## config.mk

```make
export PLATFORM = sky130hd
export DESIGN_NAME = neuro_top
export DESIGN_NICKNAME = d
export VERILOG_FILES = /design/src/design/neuro_pkg.sv /design/src/design/gap_junction_if.sv /design/src/design/izh_neuron.sv /design/src/design/neuron_pair.sv /design/src/design/gap_junction.sv /design/src/design/step_sequencer.sv /design/src/design/neuro_top.sv
export VERILOG_INCLUDE_DIRS = /design/src /design/src/design
export SDC_FILE = /design/constraint.sdc
export NUM_CORES = 2
export LEC_CHECK = 0
export BUFFER_PORTS_ARGS = -buffer_cell sky130_fd_sc_hd__clkbuf_2
export CORE_UTILIZATION = 65
export CTS_CLUSTER_DIAMETER = 40
export DETAILED_ROUTE_END_ITERATION = 10
export PLACE_DENSITY = 0.81
export RECOVER_POWER = 25
export SLEW_MARGIN = 10
export SYNTH_ARGS = -nofsm -noshare
export SYNTH_HDL_FRONTEND = slang
export SYNTH_SLANG_ARGS = --single-unit
```

## constraint.sdc

```tcl
create_clock -name clk -period 12.5 [get_ports clk]
set_input_delay 1.875 -clock clk [delete_from_list [all_inputs] [get_ports clk]]
set_output_delay 1.875 -clock clk [all_outputs]
set_load 0.02 [all_outputs]
```

## src/design/neuro_config.svh

```systemverilog
/*
 * Neuron network configuration
 * Fixed-point constants for the 2.16 chattering-burster network, step
 * divider, synapse and bias values
 */
`ifndef NEURO_CONFIG_SVH
`define NEURO_CONFIG_SVH

// Clocks per network time step (board divider was 4096)
`define NEURO_STEP_DIV		16

// Izhikevich state constants, table values scaled by 0.01
`define NEURO_V_RESET		18'sh34CCD	// -0.7
`define NEURO_U_RESET		18'sh3CCCD	// -0.2
`define NEURO_V_PEAK		18'sh04CCC	// 0.30 spike threshold
`define NEURO_C14			18'sh16666	// 1.4

// Chattering burster, a and b as right shifts
`define NEURO_A_SHIFT		4'd6		// About 0.016
`define NEURO_B_SHIFT		4'd2		// 0.25
`define NEURO_C_RESET		18'sh38000	// -0.5 after a spike
`define NEURO_D_JUMP		18'sh0051E	// 0.02 recovery kick

// Mutual inhibition inside a pair
`define NEURO_SYN_WEIGHT	18'sh3F000	// Small negative weight
`define NEURO_SYN_TAU		4'd4		// Decay shift, about 1 ms

// Bias currents and electrical coupling
`define NEURO_I_BASE		18'sh00D00
`define NEURO_I_DELTA		16			// Offset between cells
`define NEURO_GJ_COND		4'd6		// Conductance shift

`endif

```

## src/design/neuro_pkg.sv

```systemverilog
/*
 * Neuron network package
 * Fixed-point vector types and the gap-junction mode
 */
package neuro_pkg;

	//////////////////////////////////////////////////
	// Widths
	//////////////////////////////////////////////////
	localparam int FIX_W    = 18;	// 2.16 signed
	localparam int SAMPLE_W = 16;	// Top bits of a voltage
	localparam int SHIFT_W  = 4;

	// Voltages, recovery, currents and weights
	typedef logic signed [FIX_W-1:0] fix_t;

	// Output voltage sample
	typedef logic [SAMPLE_W-1:0] sample_t;

	// Shift-coded a, b, tau and conductance
	typedef logic [SHIFT_W-1:0] shift_t;

	// Junction rectification
	typedef enum logic
	{
		GJ_NONE,	// Current both ways
		GJ_FORWARD	// Only when the first cell is higher
	} gj_mode_t;

endpackage

```

## src/design/gap_junction_if.sv

```systemverilog
/*
 * Gap-junction link between the two neuron pairs
 * Voltage taps and daisy-chained currents, purely combinational
 */
`timescale 1ns/10ps

interface gap_junction_if;
	import neuro_pkg::*;

	fix_t v_pre;		// Voltage of the first cell
	fix_t v_post;		// Voltage of the second cell
	fix_t i_pre_in;		// Current arriving for the first cell
	fix_t i_post_in;	// Current arriving for the second cell
	fix_t i_pre_out;	// Total current into the first cell
	fix_t i_post_out;	// Total current into the second cell

	// Pair holding the first cell
	modport pre_side (output v_pre, i_pre_in, input i_pre_out);

	// Pair holding the second cell
	modport post_side (output v_post, i_post_in, input i_post_out);

	// The coupling itself
	modport junction (
		input  v_pre, v_post, i_pre_in, i_post_in,
		output i_pre_out, i_post_out
	);

endinterface

```

## src/design/izh_neuron.sv

```systemverilog
/*
 * Izhikevich neuron, 2.16 fixed point
 * Euler update once per step enable, threshold and reset jump,
 * a and b applied as right shifts so only v squared needs a multiply
 */
`timescale 1ns/10ps
`include "neuro_config.svh"

module izh_neuron
#(
	parameter neuro_pkg::shift_t A_SHIFT = `NEURO_A_SHIFT,
	parameter neuro_pkg::shift_t B_SHIFT = `NEURO_B_SHIFT,
	parameter neuro_pkg::fix_t   C_RESET = `NEURO_C_RESET,
	parameter neuro_pkg::fix_t   D_JUMP  = `NEURO_D_JUMP
)
(
	input  logic             clk,
	input  logic             reset,
	input  logic             step,		// One network time step
	input  neuro_pkg::fix_t  i_in,		// Total input current
	output neuro_pkg::fix_t  v,			// Membrane voltage
	output logic             spike		// Set for the step after a peak
);
	import neuro_pkg::*;

	localparam fix_t V_PEAK  = `NEURO_V_PEAK;
	localparam fix_t V_RESET = `NEURO_V_RESET;
	localparam fix_t U_RESET = `NEURO_U_RESET;
	localparam fix_t C14     = `NEURO_C14;

	fix_t u;						// Recovery variable
	logic signed [35:0] v_prod;		// Full v*v product
	fix_t v_sq;
	fix_t dv_sum;
	fix_t v_next;
	fix_t v_xb;
	fix_t u_diff;
	fix_t du;
	fix_t u_next;
	fix_t u_jump;

	//////////////////////////////////////////////////
	// Voltage, dt = 1/16 folded into the shifts
	//////////////////////////////////////////////////
	assign v_prod = v * v;
	assign v_sq   = {v_prod[35], v_prod[32:16]};	// Back to 2.16, sign kept

	// (v^2 + 5/4 v + 1.4/4 - u/4 + I/4) / 4
	assign dv_sum = v_sq + v + (v >>> 2) + (C14 >>> 2) - (u >>> 2) + (i_in >>> 2);
	assign v_next = v + (dv_sum >>> 2);

	//////////////////////////////////////////////////
	// Recovery, dt*a*(b*v - u)
	//////////////////////////////////////////////////
	assign v_xb   = v >>> B_SHIFT;		// b*v
	assign u_diff = v_xb - u;
	assign du     = u_diff >>> A_SHIFT;	// times a
	assign u_next = u + (du >>> 4);		// times dt
	assign u_jump = u + D_JUMP;			// After a spike

	always_ff @(posedge clk)
	begin
		if (reset)
		begin
			v     <= V_RESET;
			u     <= U_RESET;
			spike <= 1'b0;
		end
		else if (step)
		begin
			if (v > V_PEAK)	// Peak reached, jump back
			begin
				v     <= C_RESET;
				u     <= u_jump;
				spike <= 1'b1;
			end
			else
			begin
				v     <= v_next;
				u     <= u_next;
				spike <= 1'b0;
			end
		end
	end

endmodule

```

## src/design/neuron_pair.sv

```systemverilog
/*
 * Neuron pair with mutual inhibition
 * Two bursters cross-coupled by decaying inhibitory synapses, neuron A
 * takes its input through the gap junction, neuron B directly
 */
`timescale 1ns/10ps
`include "neuro_config.svh"

module neuron_pair
#(
	parameter neuro_pkg::fix_t BIAS_A  = `NEURO_I_BASE,
	parameter neuro_pkg::fix_t BIAS_B  = `NEURO_I_BASE,
	parameter bit              TAP_PRE = 1'b1	// 1 taps the pre side
)
(
	input  logic            clk,
	input  logic            reset,
	input  logic            step,
	gap_junction_if         gap,		// Side chosen by the parent
	output neuro_pkg::fix_t v_a,
	output neuro_pkg::fix_t v_b,
	output logic [1:0]      spikes		// {B, A}
);
	import neuro_pkg::*;

	localparam fix_t   SYN_W   = `NEURO_SYN_WEIGHT;
	localparam shift_t SYN_TAU = `NEURO_SYN_TAU;

	fix_t syn_a;		// Inhibition onto A, driven by B
	fix_t syn_b;		// Inhibition onto B, driven by A
	fix_t i_syn_a;		// A's synapse plus bias, to the junction
	fix_t i_in_a;		// Back from the junction
	fix_t i_in_b;
	logic spike_a;
	logic spike_b;

	//////////////////////////////////////////////////
	// Synapse state
	//////////////////////////////////////////////////
	// Exponential decay, partner spike adds the weight
	always_ff @(posedge clk)
	begin
		if (reset)
		begin
			syn_a <= '0;
			syn_b <= '0;
		end
		else if (step)
		begin
			syn_a <= syn_a - (syn_a >>> SYN_TAU) + (spike_b ? SYN_W : fix_t'(0));
			syn_b <= syn_b - (syn_b >>> SYN_TAU) + (spike_a ? SYN_W : fix_t'(0));
		end
	end

	assign i_syn_a = syn_a + BIAS_A;
	assign i_in_b  = syn_b + BIAS_B;

	// Junction tap
	generate
		if (TAP_PRE)
		begin : g_pre
			assign gap.v_pre    = v_a;
			assign gap.i_pre_in = i_syn_a;
			assign i_in_a       = gap.i_pre_out;
		end
		else
		begin : g_post
			assign gap.v_post    = v_a;
			assign gap.i_post_in = i_syn_a;
			assign i_in_a        = gap.i_post_out;
		end
	endgenerate

	izh_neuron neuron_a (.clk(clk), .reset(reset), .step(step), .i_in(i_in_a),
		.v(v_a), .spike(spike_a));

	izh_neuron neuron_b (.clk(clk), .reset(reset), .step(step), .i_in(i_in_b),
		.v(v_b), .spike(spike_b));

	assign spikes = {spike_b, spike_a};

endmodule

```

## src/design/gap_junction.sv

```systemverilog
/*
 * Electrical synapse
 * Resistive coupling between two cells, conductance as a right shift,
 * optionally rectified so current only flows from the first cell
 */
`timescale 1ns/10ps
`include "neuro_config.svh"

module gap_junction
#(
	parameter neuro_pkg::shift_t   COND = `NEURO_GJ_COND,
	parameter neuro_pkg::gj_mode_t MODE = neuro_pkg::GJ_FORWARD
)
(
	gap_junction_if.junction gap
);
	import neuro_pkg::*;

	fix_t diff;			// v_pre - v_post
	fix_t diff_rect;	// After rectification
	fix_t diff_neg;

	assign diff = gap.v_pre - gap.v_post;

	// Forward mode blocks current back into the first cell
	always_comb
	begin
		if (MODE == GJ_NONE || diff > 0)
			diff_rect = diff;
		else
			diff_rect = '0;
	end

	assign diff_neg = -diff_rect;

	//////////////////////////////////////////////////
	// Equal and opposite currents
	//////////////////////////////////////////////////
	assign gap.i_post_out = gap.i_post_in + (diff_rect >>> COND);	// Into the lower cell
	assign gap.i_pre_out  = gap.i_pre_in + (diff_neg >>> COND);	// Drawn from the higher

endmodule

```

## src/design/step_sequencer.sv

```systemverilog
/*
 * Network step sequencer
 * Divides clk into time steps, captures one output sample per step and
 * holds the network while the sample waits for the consumer
 */
`timescale 1ns/10ps
`include "neuro_config.svh"

module step_sequencer
(
	input  logic                clk,
	input  logic                reset,
	input  neuro_pkg::fix_t     v_n1,
	input  neuro_pkg::fix_t     v_n2,
	input  neuro_pkg::fix_t     v_n3,
	input  neuro_pkg::fix_t     v_n4,
	input  logic [3:0]          spikes,			// Neuron 4 down to 1
	input  logic                sel_left,		// 1 picks neuron 1, else 2
	input  logic                sel_right,		// 1 picks neuron 3, else 4
	input  logic                sample_ready,
	output logic                step,			// Network advances at this edge
	output logic                sample_valid,
	output neuro_pkg::sample_t  sample_left,
	output neuro_pkg::sample_t  sample_right,
	output logic [3:0]          sample_spikes
);
	import neuro_pkg::*;

	// Divider needs at least two clocks per step
	localparam int              CNT_W    = $clog2(`NEURO_STEP_DIV);
	localparam logic [CNT_W-1:0] CNT_LAST = CNT_W'(`NEURO_STEP_DIV - 1);

	logic [CNT_W-1:0] count;
	logic             capture;		// Network just stepped

	// Last counted cycle, never while a sample is pending
	assign step = !sample_valid && !capture && (count == CNT_LAST);

	//////////////////////////////////////////////////
	// Divider and handshake
	//////////////////////////////////////////////////
	always_ff @(posedge clk)
	begin
		if (reset)
		begin
			count        <= '0;
			capture      <= 1'b0;
			sample_valid <= 1'b0;
		end
		else
		begin
			capture <= step;
			if (sample_valid)
			begin
				if (sample_ready)		// Accepted, restart the divider
				begin
					sample_valid <= 1'b0;
					count        <= '0;
				end
			end
			else if (capture)
				sample_valid <= 1'b1;	// New data now in the register
			else if (step)
				count <= '0;
			else
				count <= count + 1'b1;
		end
	end

	// Sample register, selects taken on the capture edge
	always_ff @(posedge clk)
	begin
		if (capture)
		begin
			sample_left   <= sel_left ? v_n1[17:2] : v_n2[17:2];
			sample_right  <= sel_right ? v_n3[17:2] : v_n4[17:2];
			sample_spikes <= spikes;
		end
	end

endmodule

```

## src/design/neuro_top.sv

```systemverilog
/*
 * Four-neuron spiking network
 * Two mutually inhibiting burster pairs, neuron 1 drives neuron 3 through
 * a forward gap junction, one sample per step out over valid/ready
 */
`timescale 1ns/10ps
`include "neuro_config.svh"

module neuro_top
(
	input  logic                clk,
	input  logic                reset,
	input  logic                sel_left,		// Neuron 1 or 2
	input  logic                sel_right,		// Neuron 3 or 4
	input  logic                sample_ready,
	output logic                sample_valid,
	output neuro_pkg::sample_t  sample_left,
	output neuro_pkg::sample_t  sample_right,
	output logic [3:0]          sample_spikes	// Neuron 4 down to 1
);
	import neuro_pkg::*;

	fix_t       v_n1;
	fix_t       v_n2;
	fix_t       v_n3;
	fix_t       v_n4;
	logic [1:0] spikes_a;		// Neurons 2 and 1
	logic [1:0] spikes_b;		// Neurons 4 and 3
	logic       step;

	gap_junction_if gj ();

	//////////////////////////////////////////////////
	// Network
	//////////////////////////////////////////////////
	// Neuron 1 at base bias, neuron 2 slightly above
	neuron_pair #(
		.BIAS_A  (fix_t'(`NEURO_I_BASE)),
		.BIAS_B  (fix_t'(`NEURO_I_BASE + `NEURO_I_DELTA)),
		.TAP_PRE (1'b1)
	) pair_a (
		.clk(clk), .reset(reset), .step(step), .gap(gj.pre_side),
		.v_a(v_n1), .v_b(v_n2), .spikes(spikes_a)
	);

	// Neurons 3 and 4 slightly below base
	neuron_pair #(
		.BIAS_A  (fix_t'(`NEURO_I_BASE - `NEURO_I_DELTA)),
		.BIAS_B  (fix_t'(`NEURO_I_BASE - `NEURO_I_DELTA)),
		.TAP_PRE (1'b0)
	) pair_b (
		.clk(clk), .reset(reset), .step(step), .gap(gj.post_side),
		.v_a(v_n3), .v_b(v_n4), .spikes(spikes_b)
	);

	// Neuron 1 to neuron 3 only
	gap_junction #(.COND(`NEURO_GJ_COND), .MODE(GJ_FORWARD)) u_gap_junction (
		.gap(gj.junction)
	);

	// Step timing and output sample
	step_sequencer u_step_sequencer (
		.clk(clk), .reset(reset),
		.v_n1(v_n1), .v_n2(v_n2), .v_n3(v_n3), .v_n4(v_n4),
		.spikes({spikes_b, spikes_a}),
		.sel_left(sel_left), .sel_right(sel_right), .sample_ready(sample_ready),
		.step(step), .sample_valid(sample_valid),
		.sample_left(sample_left), .sample_right(sample_right),
		.sample_spikes(sample_spikes)
	);

endmodule

```

# Word level (Yosys, flattened, before mapping)
# Index checks and enable logic that the tools add are counted.
# W data, S select, Z words.
totals:
  register_bits: 262
  output_inout_bits: 37
  word_cells: 118
classes:
  n_addsub: 53
  mul: 4
  magnitude_cmp: 5
  n_eq_ne: 3
  n_mux: 26
  n_reduce_logical: 5
op_table:
  columns: ["op", "count"]
  rows:
  - ["$mux W18", 13]
  - ["$add A18 B16 Y18", 12]
  - ["$add A18 B18 Y18", 8]
  - ["$mul A18 B18 Y36", 4]
  - ["$add A18 B12 Y18 const B", 4]
  - ["$add A18 B13 Y18 const B", 4]
  - ["$add A18 B16 Y18 const B", 4]
  - ["$add A18 B8 Y18", 4]
  - ["$gt A18 B16 Y1 const B", 4]
  - ["$sub A16 B18 Y18", 4]
  - ["$sub A18 B14 Y18", 4]
  - ["$sub A18 B16 Y18", 4]
  - ["$add A18 B12 Y18", 2]
  - ["$mux W16", 2]
  - ["$gt A18 B1 Y1 const B", 1]
  - ["$neg A18 Y18", 1]
  - ["$sub A18 B18 Y18", 1]
  - ["$mux W4", 4]
  - ["$mux W1", 7]
  - ["$add A4 B1 Y4 const B", 1]
  - ["$eq A4 B4 Y1 const B", 1]
  - ["$logic_and A1 B1 Y1", 2]
  - ["$logic_not A1 Y1", 2]
  - ["$ne A2 B1 Y1 const B", 1]
  - ["other kinds (2)", 2]

# Longest topological paths before layout
depth:
  word_depth: 8
  ltp_mapped: 54

# Cells and area by module
# From an unflattened synthesis, not the netlist that was laid out.
hier_totals:
  hier_cells: 8645
  hier_area_um2: 76507.1
modules_own_cells:
  columns: ["mod", "instances", "cells_each", "area_each_um2"]
  rows:
  - ["izh_neuron (pair_a.neuron_b)", 1, 1801, 16065.4]
  - ["izh_neuron (pair_b.neuron_a)", 1, 1812, 16059.2]
  - ["izh_neuron (pair_a.neuron_a)", 1, 1792, 16057.9]
  - ["izh_neuron (pair_b.neuron_b)", 1, 1797, 15959.1]
  - ["neuron_pair (pair_a)", 1, 464, 3908.7]
  - ["neuron_pair (pair_b)", 1, 477, 3878.7]
  - ["gap_junction", 1, 397, 2846.5]
  - ["step_sequencer", 1, 105, 1731.7]

# Worst setup path after synthesis
# Ideal clock, no wire load.
synth_timing:
  path_type: "register to register"
  start: "reg pair_a.neuron_a.v[8]"
  end: "reg pair_a.neuron_a.v[17]"
  arrival_time_ps: 10823
  required_ps: 12413
  slack_ps: 1590
  stages_incl_launch_ff: 52
  path_buffers: 2
  cell_sequence: "dfxtp_1 clkbuf_1 clkbuf_1 nand2_1 fa_1 inv_1 fa_1 inv_1 fa_1 fa_1 inv_1 fa_1 fa_1 ha_1 and3_1 o211ai_1 a21boi_0 and3_1 [16 not listed] o21bai_1 a21oi_1 o21bai_1 a21oi_1 o21bai_1 a21o_1 a21o_1 a21oi_1 xnor2_1 ha_1 inv_1 o22ai_1 o21ai_0 nand2b_1 a21oi_1 xnor2_1 and3_1 o31ai_1"
synth_between:
  elab_chain_len: 8
synth_lines:
  columns: ["element", "line", "source"]
  rows:
  - ["start: declaration", "izh_neuron.sv:21", "output neuro_pkg::fix_t v,"]
  - ["start signal: assignment", "izh_neuron.sv:79", "v <= v_next;"]
  - ["$mul A18 B18 Y36 / $sub A18 B18 Y18 (equally long branches)", "izh_neuron.sv:45, gap_junction.sv:23", null]
  - ["$add A18 B18 Y18 / $gt A18 B1 Y1 (equally long branches)", "izh_neuron.sv:49, gap_junction.sv:28", null]
  - ["$add A18 B16 Y18 / $mux W18 (equally long branches)", "izh_neuron.sv:49, gap_junction.sv:28", null]
  - ["$add A18 B16 Y18 / $neg A18 Y18 (equally long branches)", "izh_neuron.sv:49, gap_junction.sv:34", null]
  - ["$sub A18 B16 Y18 / $add A18 B12 Y18 (equally long branches)", "izh_neuron.sv:49, gap_junction.sv:40", null]
  - ["$add A18 B16 Y18", "izh_neuron.sv:49", "assign dv_sum = v_sq + v + (v >>> 2) + (C14 >>> 2) - (u >>> 2) + (i_in >>> 2);"]
  - ["$add A18 B16 Y18", "izh_neuron.sv:50", "assign v_next = v + (dv_sum >>> 2);"]
  - ["$mux W18 *", "izh_neuron.sv:71", "if (v > V_PEAK)"]
# Every way passes the cells marked *; elsewhere a longest branch is shown, timed or not.
# A chain may end at the register's enable or synchronous reset.

# Worst setup path after layout
layout_timing:
  start: "reg pair_b.neuron_a.v[5]"
  end: "reg pair_b.neuron_a.v[17]"
layout_between:
  elab_chain_len: 8
layout_lines:
  columns: ["element", "line", "source"]
  rows:
  - ["start: declaration", "izh_neuron.sv:21", null]
  - ["start signal: assignment", "izh_neuron.sv:79", null]
  - ["$mul A18 B18 Y36", "izh_neuron.sv:45", "assign v_prod = v * v;"]
  - ["$add A18 B18 Y18", "izh_neuron.sv:49", null]
  - ["$add A18 B16 Y18 (2 in series)", "izh_neuron.sv:49", null]
  - ["$sub A18 B16 Y18", "izh_neuron.sv:49", null]
  - ["$add A18 B16 Y18", "izh_neuron.sv:49", null]
  - ["$add A18 B16 Y18", "izh_neuron.sv:50", null]
  - ["$mux W18 *", "izh_neuron.sv:71", null]
# Marked as above.

==> impl_metrics.ini <==
[status]
status = finished, violations left
violations = capacitance limit, slew limit

[power_and_ir_drop]
pwr-share-seq_pct = 20.7
clockPowerShare_pct = 42.6
p_int_mw = 2.71
combPwrFrac_pct = 36.8
peakVddDrop_uv = 187
switching_share_pct = 34.7
pwr_density_cell_nw_per_um2 = 53.0
power.leakage_nw = 40.0
net-switching-power_mw = 1.44

[die]
fp.dieH_microns = 339
fp-row-count = 123
io_pins = 42
initial_core_util_pct = 65.5
core-area_sq_um = 112000
die_area_sq_um = 115000
die_w_microns = 339

[drt]
routed_wl_microns = 183000
routedWlPerCell_microns = 18.5
drcViolationCount = 0
drtIter0Drc = 3924
ant_nets = 0
via_per_inst = 5.75
firstDrtPassIters = 6
vias = 56700

[clock_tree]
htree_levels = 3
cts_tree = yes
clock-sinks = 262
cts.path.max_buffers = 3
cts-root-buf = clkbuf_16
worstSkewPairLatency_ns = 0.60
cts_hold_buf = 0
clk_pin_slew_worst_paths_ns = 0.05
cts_buffers = 66

[worst_setup_path]
timing.critical_path.buf_inv = 8
cp-end-kind = flop
crit_family = adder cells
cp-start-kind = flop
cpPeakStageDelay_ns = 0.55
path_common_cell = fa_1
path_class = reg2reg
required_ns = 12.99
critPathMaxFanout = 8
arrival_ns = 12.28
crit_path_top_delay_cell = fa_1

[yosys]
syn_area_sq_um = 73600
synth_edf_count = 36
ys_ff_latch = 262
synthFlopType = dfxtp_1
synth_cell_types = 84
syn_area_per_cell_sq_um = 8.89
ys_async_sr_fraction_pct = 0
synth_warnings = 0
yosysSeqAreaShare_pct = 7.62
netlist_instances = 8279

[final_layout]
finalCoreUtilization_pct = 69.6
nets = 10700
areaGrowthSynthToFinish_pct = 6.25
fillers = 8540
finalNonFillerCells = 9857
drive_above_1_share_pct = 3.89
seq_area_sq_um = 5610
multi_input_comb_area_sq_um = 59700

[flow_run]
maxCapViolCount = 2

[timing]
final_hold_viol_count = 0
rsz0062_at_grt = no
fmax_mhz = 84.8
slew-limit-headroom_pct = -101
fin_hold_ws_ns = 0.454
drv_slew = 74
tns_ns = 0
tightestPinTransition_ns = 3.01
fin_crit_sh_pct = 94.4
period_minus_slack_ns = 11.80
finalSetupViolations = 0
finClkSkew_ns = 0.0345

[global_routing]
grt_remaining_overflow = 0
track_usage_pct = 33.0
grt_pass1_vias = 61700
antenna_found_initial = 3
grt_max_degree = 170
grt_first_pass_wirelength_microns = 306000

[placed_design]
dp_cells = 9735
portBuffers = 41
dpl.hpwl_microns = 147000
gp_congestion = 0.926

[worst_hold_path]
hold_path_class = reg2reg
## cells in the mapped netlist, types with 9 or more instances
cell | instances | area [sq um]
a2111oi_0 | 9 | 78.8
a211o_1 | 9 | 78.8
a211oi_1 | 31 | 233
a21o_1 | 122 | 916
a21oi_1 | 424 | 2120
a221oi_1 | 17 | 149
a22oi_1 | 16 | 120
a31oi_1 | 25 | 156
a41o_1 | 10 | 100
and2_1 | 59 | 369
and3_1 | 28 | 175
buf_1 | 16 | 60.1
clkbuf_1 | 197 | 739
clkinv_1 | 30 | 113
dfxtp_1 | 226 | 4520
edfxtp_1 | 36 | 1080
fa_1 | 1425 | 28500
ha_1 | 934 | 11700
inv_1 | 1993 | 7480
nand2_1 | 766 | 2880
nand2b_1 | 57 | 357
nand3_1 | 98 | 490
nand4_1 | 17 | 106
nor2_1 | 471 | 1770
nor2b_1 | 59 | 369
nor3_1 | 105 | 526
nor4_1 | 20 | 125
o211ai_1 | 30 | 225
o21a_1 | 54 | 405
o21ai_0 | 241 | 1210
o21bai_1 | 68 | 510
o221ai_1 | 16 | 140
o22ai_1 | 19 | 119
o31a_1 | 12 | 105
o31ai_1 | 27 | 203
o41ai_1 | 14 | 123
or3_1 | 28 | 175
xnor2_1 | 332 | 2910
xor2_1 | 125 | 1090
## tightest hold or removal path: cells and delay by family, from the launching register on
| kind | cells | cell delay (ns) |
|---|---|---|
| AND/OR/NAND/NOR | 1 | 0.05 |
| flip-flops | 1 | 0.30 |
| AO/OA/AOI/OAI | 1 | 0.05 |
## per-layer routing
layer | vias to the layer above | part of all wire [%] | routed length (microns) | global-route usage (%)
li1 | 25900 | - | - | -
met1 | 28100 | 39 | 70300 | 40.7
met2 | 2095 | 49 | 90100 | 57.2
met3 | 627 | 7.1 | 13000 | 5.06
met4 | 6 | 4.9 | 9030 | 15.0
met5 | - | 0.023 | 42 | 0
## power by group through the flow
stage               sequential (mW)  clock, mW  combinational, mW
detailed placement            0.872          0               1.50
CTS                           0.856       1.78               1.49
global route                  0.855       1.83               1.69
floorplan                     0.872          0               1.32
finish                        0.856       1.77               1.52
global placement              0.872          0               1.50
## flip-flops by register name, summed over array words and instances, names as in the netlist, 4 cells and up
| name | count |
|---|---|
| pair_b.syn_b | 18 |
| u_step_sequencer.sample_left | 16 |
| pair_b.neuron_a.v | 18 |
| pair_b.syn_a | 18 |
| pair_b.neuron_b.v | 18 |
| u_step_sequencer.sample_spikes | 4 |
| pair_a.syn_b | 18 |
| pair_b.neuron_b.u | 18 |
| pair_a.neuron_a.u | 18 |
| pair_a.neuron_b.u | 18 |
| pair_a.syn_a | 18 |
| pair_b.neuron_a.u | 18 |
| u_step_sequencer.sample_right | 16 |
| pair_a.neuron_a.v | 18 |
| u_step_sequencer.count | 4 |
| pair_a.neuron_b.v | 18 |
## final timing paths
| path | startpoint | end | slack (ns) | depth (start not counted) |
|---|---|---|---|---|
| setup / recovery | pair_b.neuron_a.v[5] | pair_b.neuron_a.v[17] | 0.70 | 50 |
| hold / removal | pair_b.syn_b[14] | pair_b.syn_b[14] | 0.45 | 2 |
| setup reg to reg | pair_b.neuron_a.v[5] | pair_b.neuron_a.v[17] | 0.70 | 50 |
| hold reg to reg | pair_b.syn_b[14] | pair_b.syn_b[14] | 0.45 | 2 |
## cells by family after synthesis
group | after synthesis | share of synthesized area [%]
xor+xnor | 459 | 5.50
flops | 262 | 7.62
fa+ha+maj | 2359 | 54.6
mux | 9 | 0.136
other cells | 1 | 0.00509
simple gates | 1734 | 10.2
compound gates | 1217 | 10.5
buf+inv | 2238 | 11.4
## timing repair
action	CTS	global route
buffers inserted	0	3
resized for setup	0	18
setup endpoints to repair	0	9
hold endpoints to repair	0	0
## layout make-up
class | count | share of cell area (%)
antenna | 1 | 0.00320
clock buffer | 81 | 2.32
clock inverter | 37 | 0.574
inverter | 2025 | 9.73
multi-input combinational | 5783 | 76.3
sequential | 262 | 7.18
tap | 1500 | 2.40
timing repair buffer | 168 | 1.50
## layout by cell type (no fill, tap or decap), types with 58 or more instances in the layout
| master | Yosys | final |
|---|---|---|
| o21bai_1 | 68 | 68 |
| a21oi_1 | 424 | 421 |
| nor2_1 | 471 | 469 |
| o21ai_0 | 241 | 240 |
| and2_1 | 59 | 59 |
| nor3_1 | 105 | 105 |
| xor2_1 | 125 | 125 |
| fa_1 | 1425 | 1425 |
| nor2b_1 | 59 | 58 |
| ha_1 | 934 | 934 |
| xnor2_1 | 332 | 332 |
| clkbuf_16 | 0 | 68 |
| nand3_1 | 98 | 98 |
| a21o_1 | 122 | 122 |
| inv_1 | 1993 | 1991 |
| dfxtp_1 | 226 | 220 |
| nand2_1 | 766 | 766 |
| buf_4 | 0 | 123 |
## per-stage QoR
| step | worst slack (ns) | cell area [sq um] | total power [mW] |
|---|---|---|---|
| 3_5_place_dp | 0.520 | 75900 | 2.37 |
| 5_1_grt | 0.00193 | 78200 | 4.37 |
| 4_1_cts | 0.406 | 78100 | 4.13 |
| 3_3_place_gp | 0.755 | 75900 | 2.37 |
| 2_1_floorplan | 1.59 | 73600 | 2.19 |
| 6_report | 0.703 | 78200 | 4.15 |
Power figures use the tool's default switching activity.
